$ cat src/isaPkg.sv
`default_nettype none

package isaPkg;

    // Datapath and instruction width
    localparam int wordWidth = 32;

    // Register index width for a 32-entry file
    localparam int regAddrWidth = 5;

    // Primary opcodes in bits 31:26
    typedef enum logic [5:0] {
        opRType = 6'h00,
        opJ     = 6'h02,
        opBeq   = 6'h04,
        opAddi  = 6'h08,
        opLw    = 6'h23,
        opSw    = 6'h2b
    } opcodeT;

    // R-type function codes in bits 5:0
    typedef enum logic [5:0] {
        fnAdd = 6'h20,
        fnSub = 6'h22,
        fnAnd = 6'h24,
        fnOr  = 6'h25,
        fnSlt = 6'h2a
    } functT;

    // All ones ends the program
    localparam logic [wordWidth-1:0] haltWord = '1;

endpackage

`default_nettype wire

$ cat src/pipePkg.sv
`default_nettype none

package pipePkg;

    // ALU operand source, chosen per operand
    typedef enum logic [1:0] {
        fromReg   = 2'd0,
        fromExMem = 2'd1,
        fromMemWb = 2'd2
    } fwdSelT;

    typedef enum logic [2:0] {
        aluAdd = 3'd0,
        aluSub = 3'd1,
        aluAnd = 3'd2,
        aluOr  = 3'd3,
        aluSlt = 3'd4
    } aluOpT;

    // Decoded controls, all zero is a bubble
    typedef struct packed {
        logic  regWrite;
        logic  memRead;
        logic  memWrite;
        logic  memToReg;
        logic  aluImm;
        logic  branch;
        logic  jump;
        logic  halt;
        aluOpT aluOp;
    } ctrlT;

endpackage

`default_nettype wire

$ cat src/pipeIfs.sv
`default_nettype none

// ID/EX stage register
interface idExIf
    import isaPkg::*, pipePkg::*;
();
    ctrlT                    ctrl;
    logic [wordWidth-1:0]    pcNext;
    logic [wordWidth-1:0]    rsVal;
    logic [wordWidth-1:0]    rtVal;
    logic [regAddrWidth-1:0] rsIdx;
    logic [regAddrWidth-1:0] rtIdx;
    logic [wordWidth-1:0]    imm;
    logic [regAddrWidth-1:0] destIdx;
    logic [wordWidth-1:0]    jumpTarget;

    modport producer (output ctrl, pcNext, rsVal, rtVal, rsIdx, rtIdx, imm, destIdx, jumpTarget);
    modport consumer (input ctrl, pcNext, rsVal, rtVal, rsIdx, rtIdx, imm, destIdx, jumpTarget);
    // Forwarding and load-use checks
    modport monitor (input ctrl, rsIdx, rtIdx, destIdx);
endinterface

// EX/MEM stage register
interface exMemIf
    import isaPkg::*, pipePkg::*;
();
    ctrlT                    ctrl;
    logic [wordWidth-1:0]    aluResult;
    logic [wordWidth-1:0]    storeData;
    logic [regAddrWidth-1:0] destIdx;

    modport producer (output ctrl, aluResult, storeData, destIdx);
    modport consumer (input ctrl, aluResult, storeData, destIdx);
    modport monitor (input ctrl, destIdx);
endinterface

// MEM/WB stage register, write data already selected
interface memWbIf
    import isaPkg::*;
();
    logic                    regWrite;
    logic [regAddrWidth-1:0] destIdx;
    logic [wordWidth-1:0]    writeData;
    logic                    halt;

    modport producer (output regWrite, destIdx, writeData, halt);
    modport consumer (input regWrite, destIdx, writeData);
    modport monitor (input regWrite, destIdx, writeData, halt);
endinterface

`default_nettype wire

$ cat src/hazardControl.sv
`default_nettype none

module hazardControl
    import isaPkg::*, pipePkg::*;
(
    input  logic                 clk,
    input  logic                 rst,
    input  logic                 start,
    input  logic                 decHalt,
    input  logic                 redirect,
    input  logic [wordWidth-1:0] ifIdInstr,
    idExIf.monitor               idEx,
    exMemIf.monitor              exMem,
    memWbIf.monitor              memWb,
    output logic                 stall,
    output logic                 flushFront,
    output logic                 running,
    output logic                 halted,
    output fwdSelT               fwdA,
    output fwdSelT               fwdB
);
    logic [regAddrWidth-1:0] ifIdRs;
    logic [regAddrWidth-1:0] ifIdRt;
    logic                    exMemFwdOk;
    logic                    memWbFwdOk;
    logic                    loadUse;
    logic                    haltPending;

    assign ifIdRs = ifIdInstr[25:21];
    assign ifIdRt = ifIdInstr[20:16];

    // Loads in EX/MEM have no data yet
    assign exMemFwdOk = exMem.ctrl.regWrite && !exMem.ctrl.memRead && exMem.destIdx != '0;
    assign memWbFwdOk = memWb.regWrite && memWb.destIdx != '0;

    // Younger result in EX/MEM wins
    always_comb begin
        fwdA = fromReg;
        fwdB = fromReg;
        if (exMemFwdOk && exMem.destIdx == idEx.rsIdx) begin
            fwdA = fromExMem;
        end else if (memWbFwdOk && memWb.destIdx == idEx.rsIdx) begin
            fwdA = fromMemWb;
        end
        if (exMemFwdOk && exMem.destIdx == idEx.rtIdx) begin
            fwdB = fromExMem;
        end else if (memWbFwdOk && memWb.destIdx == idEx.rtIdx) begin
            fwdB = fromMemWb;
        end
    end

    // Load in ID/EX feeding the instruction in IF/ID
    assign loadUse = idEx.ctrl.memRead && idEx.destIdx != '0
                     && (idEx.destIdx == ifIdRs || idEx.destIdx == ifIdRt);

    // Halt pending keeps fetch frozen and feeds bubbles behind it
    assign stall = loadUse || haltPending;
    assign flushFront = redirect;

    // A redirect squashes a younger halt
    always_ff @(posedge clk) begin
        if (rst || redirect || !running) begin
            haltPending <= 1'b0;
        end else if (decHalt && !stall) begin
            haltPending <= 1'b1;
        end
    end

    // Run control
    always_ff @(posedge clk) begin
        if (rst) begin
            running <= 1'b0;
            halted <= 1'b0;
        end else if (running && memWb.halt) begin
            running <= 1'b0;
            halted <= 1'b1;
        end else if (start && !running) begin
            running <= 1'b1;
            halted <= 1'b0;
        end
    end

endmodule

`default_nettype wire

$ cat src/flat_wrapper.sv
// flat-port wrapper written by rule: the top's interface ports become plain ports
module hazardControl_flat import isaPkg::*, pipePkg::*;
  (clk, rst, start, decHalt, redirect, ifIdInstr, stall, flushFront, running, halted, fwdA, fwdB, idEx_ctrl, idEx_rsIdx, idEx_rtIdx, idEx_destIdx, exMem_ctrl, exMem_destIdx, memWb_regWrite, memWb_destIdx, memWb_writeData, memWb_halt);
  idExIf idEx_i ();
  exMemIf exMem_i ();
  memWbIf memWb_i ();
  input  logic clk;
  input  logic rst;
  input  logic start;
  input  logic decHalt;
  input  logic redirect;
  input  logic [wordWidth-1:0] ifIdInstr;
  output logic stall;
  output logic flushFront;
  output logic running;
  output logic halted;
  output fwdSelT fwdA;
  output fwdSelT fwdB;
  input wire logic [$bits(idEx_i.ctrl)-1:0] idEx_ctrl;
  input wire logic [$bits(idEx_i.rsIdx)-1:0] idEx_rsIdx;
  input wire logic [$bits(idEx_i.rtIdx)-1:0] idEx_rtIdx;
  input wire logic [$bits(idEx_i.destIdx)-1:0] idEx_destIdx;
  input wire logic [$bits(exMem_i.ctrl)-1:0] exMem_ctrl;
  input wire logic [$bits(exMem_i.destIdx)-1:0] exMem_destIdx;
  input wire logic [$bits(memWb_i.regWrite)-1:0] memWb_regWrite;
  input wire logic [$bits(memWb_i.destIdx)-1:0] memWb_destIdx;
  input wire logic [$bits(memWb_i.writeData)-1:0] memWb_writeData;
  input wire logic [$bits(memWb_i.halt)-1:0] memWb_halt;
  assign idEx_i.ctrl = idEx_ctrl;
  assign idEx_i.rsIdx = idEx_rsIdx;
  assign idEx_i.rtIdx = idEx_rtIdx;
  assign idEx_i.destIdx = idEx_destIdx;
  assign exMem_i.ctrl = exMem_ctrl;
  assign exMem_i.destIdx = exMem_destIdx;
  assign memWb_i.regWrite = memWb_regWrite;
  assign memWb_i.destIdx = memWb_destIdx;
  assign memWb_i.writeData = memWb_writeData;
  assign memWb_i.halt = memWb_halt;
  hazardControl u_core (.clk(clk), .rst(rst), .start(start), .decHalt(decHalt), .redirect(redirect), .ifIdInstr(ifIdInstr), .idEx(idEx_i), .exMem(exMem_i), .memWb(memWb_i), .stall(stall), .flushFront(flushFront), .running(running), .halted(halted), .fwdA(fwdA), .fwdB(fwdB));
endmodule
$ cat config.mk
export PLATFORM = sky130hd
export DESIGN_NAME = hazardControl_flat
export DESIGN_NICKNAME = d
export VERILOG_FILES = /design/src/isaPkg.sv /design/src/pipePkg.sv /design/src/pipeIfs.sv /design/src/hazardControl.sv /design/src/flat_wrapper.sv
export SDC_FILE = /design/constraint.sdc
export NUM_CORES = 1
export LEC_CHECK = 0
export BUFFER_PORTS_ARGS = -buffer_cell sky130_fd_sc_hd__buf_2
export CORE_AREA = 5 5 58 60
export CTS_CLUSTER_DIAMETER = 80
export CTS_CLUSTER_SIZE = 30
export DETAILED_ROUTE_END_ITERATION = 7
export DIE_AREA = 0 0 63 65
export GPL_TIMING_DRIVEN = 1
export PLACE_DENSITY = 0.74
export SKIP_CTS_REPAIR_TIMING = 1
export SLEW_MARGIN = 20
export SYNTH_ARGS = -nofsm -noshare
export SYNTH_HDL_FRONTEND = slang
export SYNTH_SLANG_ARGS = --single-unit
$ cat constraint.sdc
create_clock -name clk -period 1.8 [get_ports clk]
set_input_delay 0.45 -clock clk [delete_from_list [all_inputs] [get_ports clk]]
set_output_delay 0.45 -clock clk [all_outputs]
set_load 0.02 [all_outputs]
==> flow_summary.toml, run 1 <==
[detailed_routing]
detail-route-antenna-nets = 0
drt_iter0_drc = 9
drcViolationCount = 0
routed_via_density = 4.306
routed_wirelength_mm = 1.980
via_count = 732
detailedRoute.firstPassIterationCount = 4
routedWlPerCell_microns = 11.65

[clocking]
cts_max_path_buffers = 2
clk_pin_slew_worst_paths_ns = 0.04
clockRootBuffer = "clkbuf_4"
cts_buffers = 3
cts_tree = "yes"
cts.sinks = 3
insertion_delay_ns = 0.23
cts_max_level = 1

[critical_path]
cp-end-kind = "output port"
path_cells = "buf_2, xor2_1, or4_4, nor4_4, buf_4"
cp-start-kind = "input pin"
crit_fanout = 3
max_stage_delay_ns = 0.54
cp.arrival_ns = 1.72
cp_num_cells = 5
critPathKind = "in -> out"
r2r_cells = 3
crit_buf_inv = 2
crit_required_ns = 1.35
cp_top_family = "simple AND/OR/NAND/NOR gates"
crit_slowest_cell = "or4_4"

[synthesis]
synth.avg_cell_area_sq_um = 8.085
ys_seq_area_share_pct = 11.43
synth_nets = 183
synth_common_cells = "xor2_1 (24), xnor2_1 (6), or4_1 (5), nor2_1 (4)"
synth_area_sq_um = 525.5
synth_top_area_share_pct = 40.00
synthTopCellsByArea = "xor2_1 (40%), dfxtp_1 (11%), xnor2_1 (10%), or4_1 (7.1%), nor4_2 (4.8%)"
synth_ff_type = "dfxtp_1"
synth_edf_count = 0
ys_async_sr_fraction_pct = 0
synthCells = 65
yosys_warnings = 0
synthDistinctLibCells = 22
synth_seq_cells = 3
yosys.area.top_type = "xor2_1"
post-synth-top-count-cell = "xor2_1"

[floorplanning]
num_rows = 20
die_area_sq_um = 4095
top_level_ports = 126
core_area_sq_um = 2878
die_h_microns = 65
start_util_pct = 18.26
die_width_microns = 63

[sta]
worst_pin_slew_ns = 0.3719
period_share_pct = 120.5
setup_viol = 5
clock_skew_ns = 0.003544
rsz0062_at_grt = "yes"
drv_slew = 0
finalWorstSetupSlack_ns = -0.3691
slew_headroom_pct = 75.00
min_period_ns = 2.169
fmax_ghz = 0.4610
finalHoldViolations = 0

[global_route]
track_usage_pct = 8.517
grt_max_degree = 6
grt_pass1_vias = 724
grt_pass1_wl_mm = 2.870
grt-ovfl-total = 0
antenna_found_initial = 0

[min_path]
hold_depth = 2
min_path_type = "in -> reg"

[power]
cellPowerDensity_nw_per_um2 = 378.0
vdd_drop_max_mv = 0.2893
power_leakage_nw = 0.5344
finalPower_mw = 0.4200

[outcome]
status = "finished, violations left"
violations = "negative setup slack"

[final_layout]
design_area_sq_um = 1111
area_growth_pct = 111.4
fillers = 309
drive_gt1_share_pct = 64.96
finish.net_count = 256
antenna_cells = 0

[place]
hpwlAfterDp_mm = 1.679
dpl_cell_area_sq_um = 984.7
gp_congestion = 0.7926
port_buffers = 52

[flow_run]
drv_cap = 0
final timing paths:
check	from	slack [ns]	to
hold reg to reg	u_core.halted	0.48	u_core.halted
setup reg to reg	u_core.haltPending	0.92	u_core.haltPending
setup / recovery	memWb_destIdx[1]	-0.37	fwdB[1]
hold / removal	rst	0.40	u_core.running
kinds of logic (layout without fill, tap and decap cells):
family | Yosys count | count (layout) | synth area share, %
compound gates | 9 | 9 | 10.71
flops | 3 | 3 | 11.43
xor+xnor | 30 | 30 | 50.00
buf+inv | 2 | 74 | 2.143
simple gates | 21 | 21 | 25.71
state kept, by name, indices dropped and copies added, names as in the netlist:
register            flops
u_core.haltPending      1
u_core.running          1
u_core.halted           1
worst register-to-register path, stage by stage, from the launching register on:
cell     delay [ns]
dfxtp_1        0.34
nor2_1         0.06
nor4b_1        0.27
o21a_1         0.16
layout make-up:
| cell class | instances | area (sq um) | area share [%] |
|---|---|---|---|
| timing repair buffer | 69 | 422.9 | 38.06 |
| clock buffer | 4 | 26.28 | 2.365 |
| inverter | 1 | 3.754 | 0.3378 |
| multi-input combinational | 60 | 556.8 | 50.11 |
| sequential | 3 | 60.06 | 5.405 |
| tap | 33 | 41.29 | 3.716 |
cell usage in the layout, fill, tap and decap left out:
cell type and count:
buf_2 44, xor2_1 24, buf_4 21, or4_4 4, nor2_1 4, buf_6 4
xnor2_1 3, xnor2_2 3, nor4_4 3, clkbuf_4 3, dfxtp_1 3, o21ai_0 2
nor2b_1 1, o21ai_4 1, nand3_1 1, nor4_2 1, nor3_2 1, nor3_1 1
a22oi_2 1, o21ai_2 1, o21bai_1 1, nand3_2 1, or4_1 1, o21ai_1 1
nand2_1 1, or2_2 1, nor4b_1 1, o21a_1 1, inv_1 1, a21oi_1 1
clkbuf_1 1
report_power, final:
part | switching, mW | total, mW | internal, mW
Sequential | 0.00285 | 0.0733 | 0.0704
Combinational | 0.106 | 0.228 | 0.123
Clock | 0.0352 | 0.118 | 0.0831
metrics by stage:
step	TNS (ns)	worst slack, ns	hold WS (ns)	utilization, %	cells
floorplan	-0.3856	-0.1928	0.5191	-	65
global placement	-1.394	-0.3916	0.4638	34.22	166
detailed placement	-1.442	-0.4024	0.4699	34.22	166
CTS	-1.451	-0.4055	0.3935	35.13	170
global route	-1.479	-0.4359	0.3968	38.61	170
finish	-1.233	-0.3691	0.4019	38.61	170
per-layer routing:
layer / up-vias / track usage (%) / part of all wire [%]
li1: 371 / - / -
met1: 308 / 9.948 / 38
met2: 53 / 14.62 / 48
met3: 0 / 2.426 / 14
met4: 0 / 3.183 / 0
met5: - / 0 / 0
Note: power is estimated with default switching activity, not from simulation.
==> run 2, diff against run 1 <==
--- a/config.mk
+++ b/config.mk
@@ -5,14 +5,15 @@
 export SDC_FILE = /design/constraint.sdc
 export NUM_CORES = 1
 export LEC_CHECK = 0
+export ABC_AREA = 1
 export BUFFER_PORTS_ARGS = -buffer_cell sky130_fd_sc_hd__buf_2
-export CORE_AREA = 5 5 58 60
+export CORE_AREA = 5 5 59 61
 export CTS_CLUSTER_DIAMETER = 80
 export CTS_CLUSTER_SIZE = 30
 export DETAILED_ROUTE_END_ITERATION = 7
-export DIE_AREA = 0 0 63 65
+export DIE_AREA = 0 0 64 66
 export GPL_TIMING_DRIVEN = 1
-export PLACE_DENSITY = 0.74
+export PLACE_DENSITY = 0.75
 export SKIP_CTS_REPAIR_TIMING = 1
 export SLEW_MARGIN = 20
 export SYNTH_ARGS = -nofsm -noshare
==> flow_summary.toml, run 2 <==
[clocking]
insertion_delay_ns = 0.23
cts_max_path_buffers = 2
cts.sinks = 3
cts_buffers = 3
cts_max_level = 1
clk_pin_slew_worst_paths_ns = 0.04
clockRootBuffer = "clkbuf_4"
cts_tree = "yes"

[final_layout]
fillers = 325
final_common_cell = "buf_2"
multi_input_area_sq_um = 518.0
regArea_sq_um = 60.06
drive_gt1_share_pct = 39.38
area_growth_pct = 69.98
reg_top3 = "u_core.haltPending: 1 flops, u_core.halted: 1 flops, u_core.running: 1 flops"
final_cell_mix = "buf_2 (44), nand2_1 (29), inv_1 (17), nor2_1 (12), xnor2_1 (11)"
finish.net_count = 279
design_area_sq_um = 1027
antenna_cells = 0

[sta]
worst_pin_slew_ns = 0.2901
slew_headroom_pct = 80.59
setup_viol = 0
clock_skew_ns = 0.0005119
finalWorstSetupSlack_ns = 0.03642
fmax_ghz = 0.5670
drv_slew = 0
period_share_pct = 97.98
rsz0062_at_grt = "yes"
finalHoldViolations = 0
min_period_ns = 1.764

[global_route]
antenna_found_initial = 0
grt_max_degree = 6
track_usage_pct = 8.731
grt-ovfl-total = 0
grt_pass1_vias = 773
grt_pass1_wl_mm = 2.960

[critical_path]
rr_startpoint = "u_core.running"
r2r_cells = 2
cp-end-kind = "output port"
r2r-end = "u_core.running"
crit_required_ns = 1.35
cp.arrival_ns = 1.31
r2r_slack_ns = 1.09
crit_fanout = 3
critPathKind = "in -> out"
cp-start-kind = "input pin"

[floorplanning]
die_area_sq_um = 4224
num_rows = 20
core_area_sq_um = 2928
top_level_ports = 126
start_util_pct = 20.64
die_width_microns = 64
die_h_microns = 66

[power]
power_leakage_nw = 0.5721
finalPower_mw = 0.3975
power_frac_clock_pct = 29.9
p_switching_mw = 0.1425
seqPwrFrac_pct = 18.4
sw_frac_of_total_pct = 35.84
power_frac_comb_pct = 51.7
vdd_drop_max_mv = 0.3089
p_int_mw = 0.2551
cellPowerDensity_nw_per_um2 = 387.0

[detailed_routing]
drt_iter0_drc = 10
routedWlPerCell_microns = 10.44
detail-route-antenna-nets = 0
via_count = 772
drcViolationCount = 0
detailedRoute.firstPassIterationCount = 4
routed_wirelength_mm = 2.014
routed_via_density = 4.000

[place]
gp_congestion = 0.7635
dpl_worst_slack_ns = -0.006510
hpwlAfterDp_mm = 1.727
port_buffers = 52
dpl_cell_area_sq_um = 915.9

[synthesis]
post-synth-top-count-cell = "nand2_1"
synth_top_area_share_pct = 18.63
synthTopCellsByArea = "nand2_1 (19%), xnor2_1 (17%), xor2_1 (14%), inv_1 (11%), dfxtp_1 (9.9%)"
yosys_warnings = 0
synth_area_sq_um = 604.3
synthCells = 105
synth.avg_cell_area_sq_um = 5.756
ys_async_sr_fraction_pct = 0
synth_seq_cells = 3
synth_ff_type = "dfxtp_1"
ys_seq_area_share_pct = 9.938
synth_edf_count = 0
synth_nets = 223
yosys.area.top_type = "nand2_1"
synth_common_cells = "nand2_1 (30), inv_1 (17), nor2_1 (13), xnor2_1 (12), xor2_1 (10)"
synthDistinctLibCells = 15

[min_path]
whs_endpoint = "u_core.halted"
min_path_type = "in -> reg"
hold_depth = 2
hp-start = "rst"

[flow_run]
drv_cap = 0

[outcome]
status = "complete, no violations"
run 2: worst max-delay path, cell delays in order:
cell	delay [ns]
buf_8	0.08
nor3_2	0.03
nand2_1	0.05
nand3b_1	0.18
nor4_4	0.30
nor2_1	0.06
buf_2	0.16
run 2: worst max-delay path by stage:
stage	startpoint	to	slack, ns	depth (start not counted)
after global routing	exMem_destIdx[0]	fwdB[1]	-0.06	7
final	exMem_destIdx[2]	fwdA[1]	0.04	7
after global placement	exMem_destIdx[0]	fwdB[1]	-0.01	6
after detailed placement	exMem_destIdx[0]	fwdB[1]	-0.007	6
after floorplan	exMem_destIdx[2]	fwdA[1]	0.08	4
after CTS	idEx_rtIdx[2]	fwdB[1]	-0.007	6
run 2: cell families (layout without fill, tap and decap cells):
kind of cell | count (synthesis) | after routing | synth area share (%)
compound gates | 5 | 5 | 4.140
xor+xnor | 22 | 22 | 31.88
buf+inv | 18 | 73 | 11.80
flops | 3 | 3 | 9.938
simple gates | 57 | 57 | 42.24
run 2: metal layers:
metal  vias to the layer above  GRT usage (%)  share of wire (%)
met5                         -              0                  0
met4                         0          3.117                  0
met3                         0          1.701                5.3
met2                        18          16.46                 57
met1                       324          9.514                 38
li1                        430              -                  -
run 2: power by group through the flow:
stage	clock, mW	sequential (mW)	combinational (mW)
3_5_place_dp	0	0.0742	0.185
2_1_floorplan	0	0.0775	0.0941
4_1_cts	0.125	0.0732	0.185
5_1_grt	0.131	0.0736	0.229
6_report	0.119	0.0731	0.205
3_3_place_gp	0	0.0741	0.183
run 2: area by class of cell:
class / instances / share of cell area (%)
multi-input combinational: 84 / 50.43
sequential: 3 / 5.847
timing repair buffer: 52 / 30.94
clock buffer: 4 / 2.558
tap: 33 / 4.019
inverter: 17 / 6.212
run 2: metrics by stage:
step           std cells  hold slack, ns   TNS [ns]  utilization, %
2_1_floorplan        105          0.4310          0               -
3_3_place_gp         189          0.4431   -0.01299           31.28
3_5_place_dp         189          0.4487  -0.006510           31.28
4_1_cts              193          0.3990  -0.006571           32.18
5_1_grt              193          0.4098    -0.1287           35.09
6_report             193          0.4043          0           35.09
==> run 3, diff against run 2 <==
--- a/config.mk
+++ b/config.mk
@@ -7,13 +7,14 @@
 export LEC_CHECK = 0
 export ABC_AREA = 1
 export BUFFER_PORTS_ARGS = -buffer_cell sky130_fd_sc_hd__buf_2
-export CORE_AREA = 5 5 59 61
+export CORE_AREA = 2 2 56 58
 export CTS_CLUSTER_DIAMETER = 80
 export CTS_CLUSTER_SIZE = 30
 export DETAILED_ROUTE_END_ITERATION = 7
-export DIE_AREA = 0 0 64 66
+export DIE_AREA = 0 0 58 60
 export GPL_TIMING_DRIVEN = 1
 export PLACE_DENSITY = 0.75
+export SETUP_SLACK_MARGIN = 0.05
 export SKIP_CTS_REPAIR_TIMING = 1
 export SLEW_MARGIN = 20
 export SYNTH_ARGS = -nofsm -noshare
==> flow_summary.toml, run 3 (synthesized netlist as in run 2, its figures left out) <==
[outcome]
status = "complete, no violations"

[power]
cellPowerDensity_nw_per_um2 = 376.4
sw_frac_of_total_pct = 36.09
p_int_mw = 0.2835
seqPwrFrac_pct = 16.4
power_frac_comb_pct = 56.3
p_switching_mw = 0.1601
vdd_drop_max_mv = 0.1332
power_frac_clock_pct = 27.3
finalPower_mw = 0.4436
power_leakage_nw = 0.6219

[clocking]
insertion_delay_ns = 0.24
cts_buffers = 3
cts_tree = "yes"
clockRootBuffer = "clkbuf_4"
cts_max_level = 1
cts.sinks = 3
clk_pin_slew_worst_paths_ns = 0.04
cts_max_path_buffers = 2

[floorplanning]
num_rows = 20
die_h_microns = 60
top_level_ports = 126
core_area_sq_um = 2903
die_width_microns = 58
start_util_pct = 20.82
die_area_sq_um = 3480

[detailed_routing]
detailedRoute.firstPassIterationCount = 4
detail-route-antenna-nets = 0
routed_wirelength_mm = 2.028
routed_via_density = 4.149
drcViolationCount = 0
routedWlPerCell_microns = 10.45
drt_iter0_drc = 10
via_count = 805

[place]
dpl_cell_area_sq_um = 915.9
gp_congestion = 0.8975
port_buffers = 52
numPlacedInstances = 189
hpwlAfterDp_mm = 1.603

[sta]
setup_viol = 0
clock_skew_ns = 0.002082
drv_slew = 0
fmax_ghz = 0.5629
worst_pin_slew_ns = 0.2620
min_period_ns = 1.777
finalHoldViolations = 0
period_share_pct = 98.70
rsz0062_at_grt = "yes"
slew_headroom_pct = 82.47

[final_layout]
antenna_cells = 0
reg_top3 = "u_core.haltPending: 1 flops, u_core.halted: 1 flops, u_core.running: 1 flops"
multi_input_area_sq_um = 614.3
regArea_sq_um = 60.06
finish.net_count = 280
design_area_sq_um = 1179
final_common_cell = "buf_2"
fin_cells = 194
fillers = 314
final_cell_mix = "buf_2 (35), nand2_1 (25), inv_1 (13), xor2_1 (10)"
area_growth_pct = 95.03
drive_gt1_share_pct = 51.55

[critical_path]
crit_slowest_cell = "nor4_4"
crit_fanout = 2
crit_required_ns = 1.35
cp-end-kind = "output port"
max_stage_delay_ns = 0.24
crit_buf_inv = 2
cp_top_family = "simple AND/OR/NAND/NOR gates"
critPathKind = "in -> out"
path_cells = "buf_2, xnor2_4, nand3_2, nor4_4, nor2_1, buf_4"
cp-start-kind = "input pin"
cp.arrival_ns = 1.33

[global_route]
grt_use_met2_pct = 16.88
grtUsageMet1_pct = 12.81
grt.met3_usage_pct = 1.082
track_usage_pct = 9.707
grt_pass1_vias = 710
grt_max_degree = 6
antenna_found_initial = 0
grt.busiest_layer = "met2"
grt_pass1_wl_mm = 2.684
grt-ovfl-total = 0

[min_path]
min_path_type = "in -> reg"

[flow_run]
drv_cap = 0
[run 3: area by class of cell]
class / count / area share [%]
multi-input cells: 84 / 52.12
clock buffers: 4 / 2.229
inverters: 17 / 5.414
repair buffers: 53 / 31.63
flip-flops and latches: 3 / 5.096
well taps: 33 / 3.503
[run 3: final timing paths]
check | startpoint | end | slack (ns) | cells after the start
worst max-delay path | idEx_rtIdx[2] | fwdB[1] | 0.02 | 6
worst min-delay path | rst | u_core.halted | 0.40 | 2
worst max register to register | u_core.running | u_core.running | 1.11 | 2
worst min register to register | u_core.halted | u_core.halted | 0.48 | 2
[run 3: worst register-to-register path: stages (launching register included)]
cell,delay [ns]
dfxtp_1,0.36
nand2_1,0.08
nor3b_1,0.14
[run 3: through the flow]
step / worst slack (ns) / util, % / hold slack (ns) / setup TNS (ns)
after global routing: -0.06985 / 40.60 / 0.4158 / -0.1297
final: 0.02333 / 40.60 / 0.4048 / 0
after detailed placement: -0.02015 / 31.55 / 0.4491 / -0.03742
after CTS: -0.01623 / 32.46 / 0.4073 / -0.02846
after global placement: -0.02763 / 31.55 / 0.4394 / -0.05175
after floorplan: 0.07714 / - / 0.4310 / 0
[run 3: power by group through the flow]
stage	clock network [mW]	registers [mW]	logic, mW
after floorplan	0	0.0775	0.0941
after global placement	0	0.0739	0.181
after detailed placement	0	0.0739	0.184
after CTS	0.123	0.0728	0.185
after global routing	0.127	0.0729	0.275
final	0.121	0.0728	0.250
[run 3: per-layer routing]
metal,vias up,routed length [microns]
met5,-,0
li1,435,-
met2,27,1093
met1,339,802
met3,4,98
met4,0,34
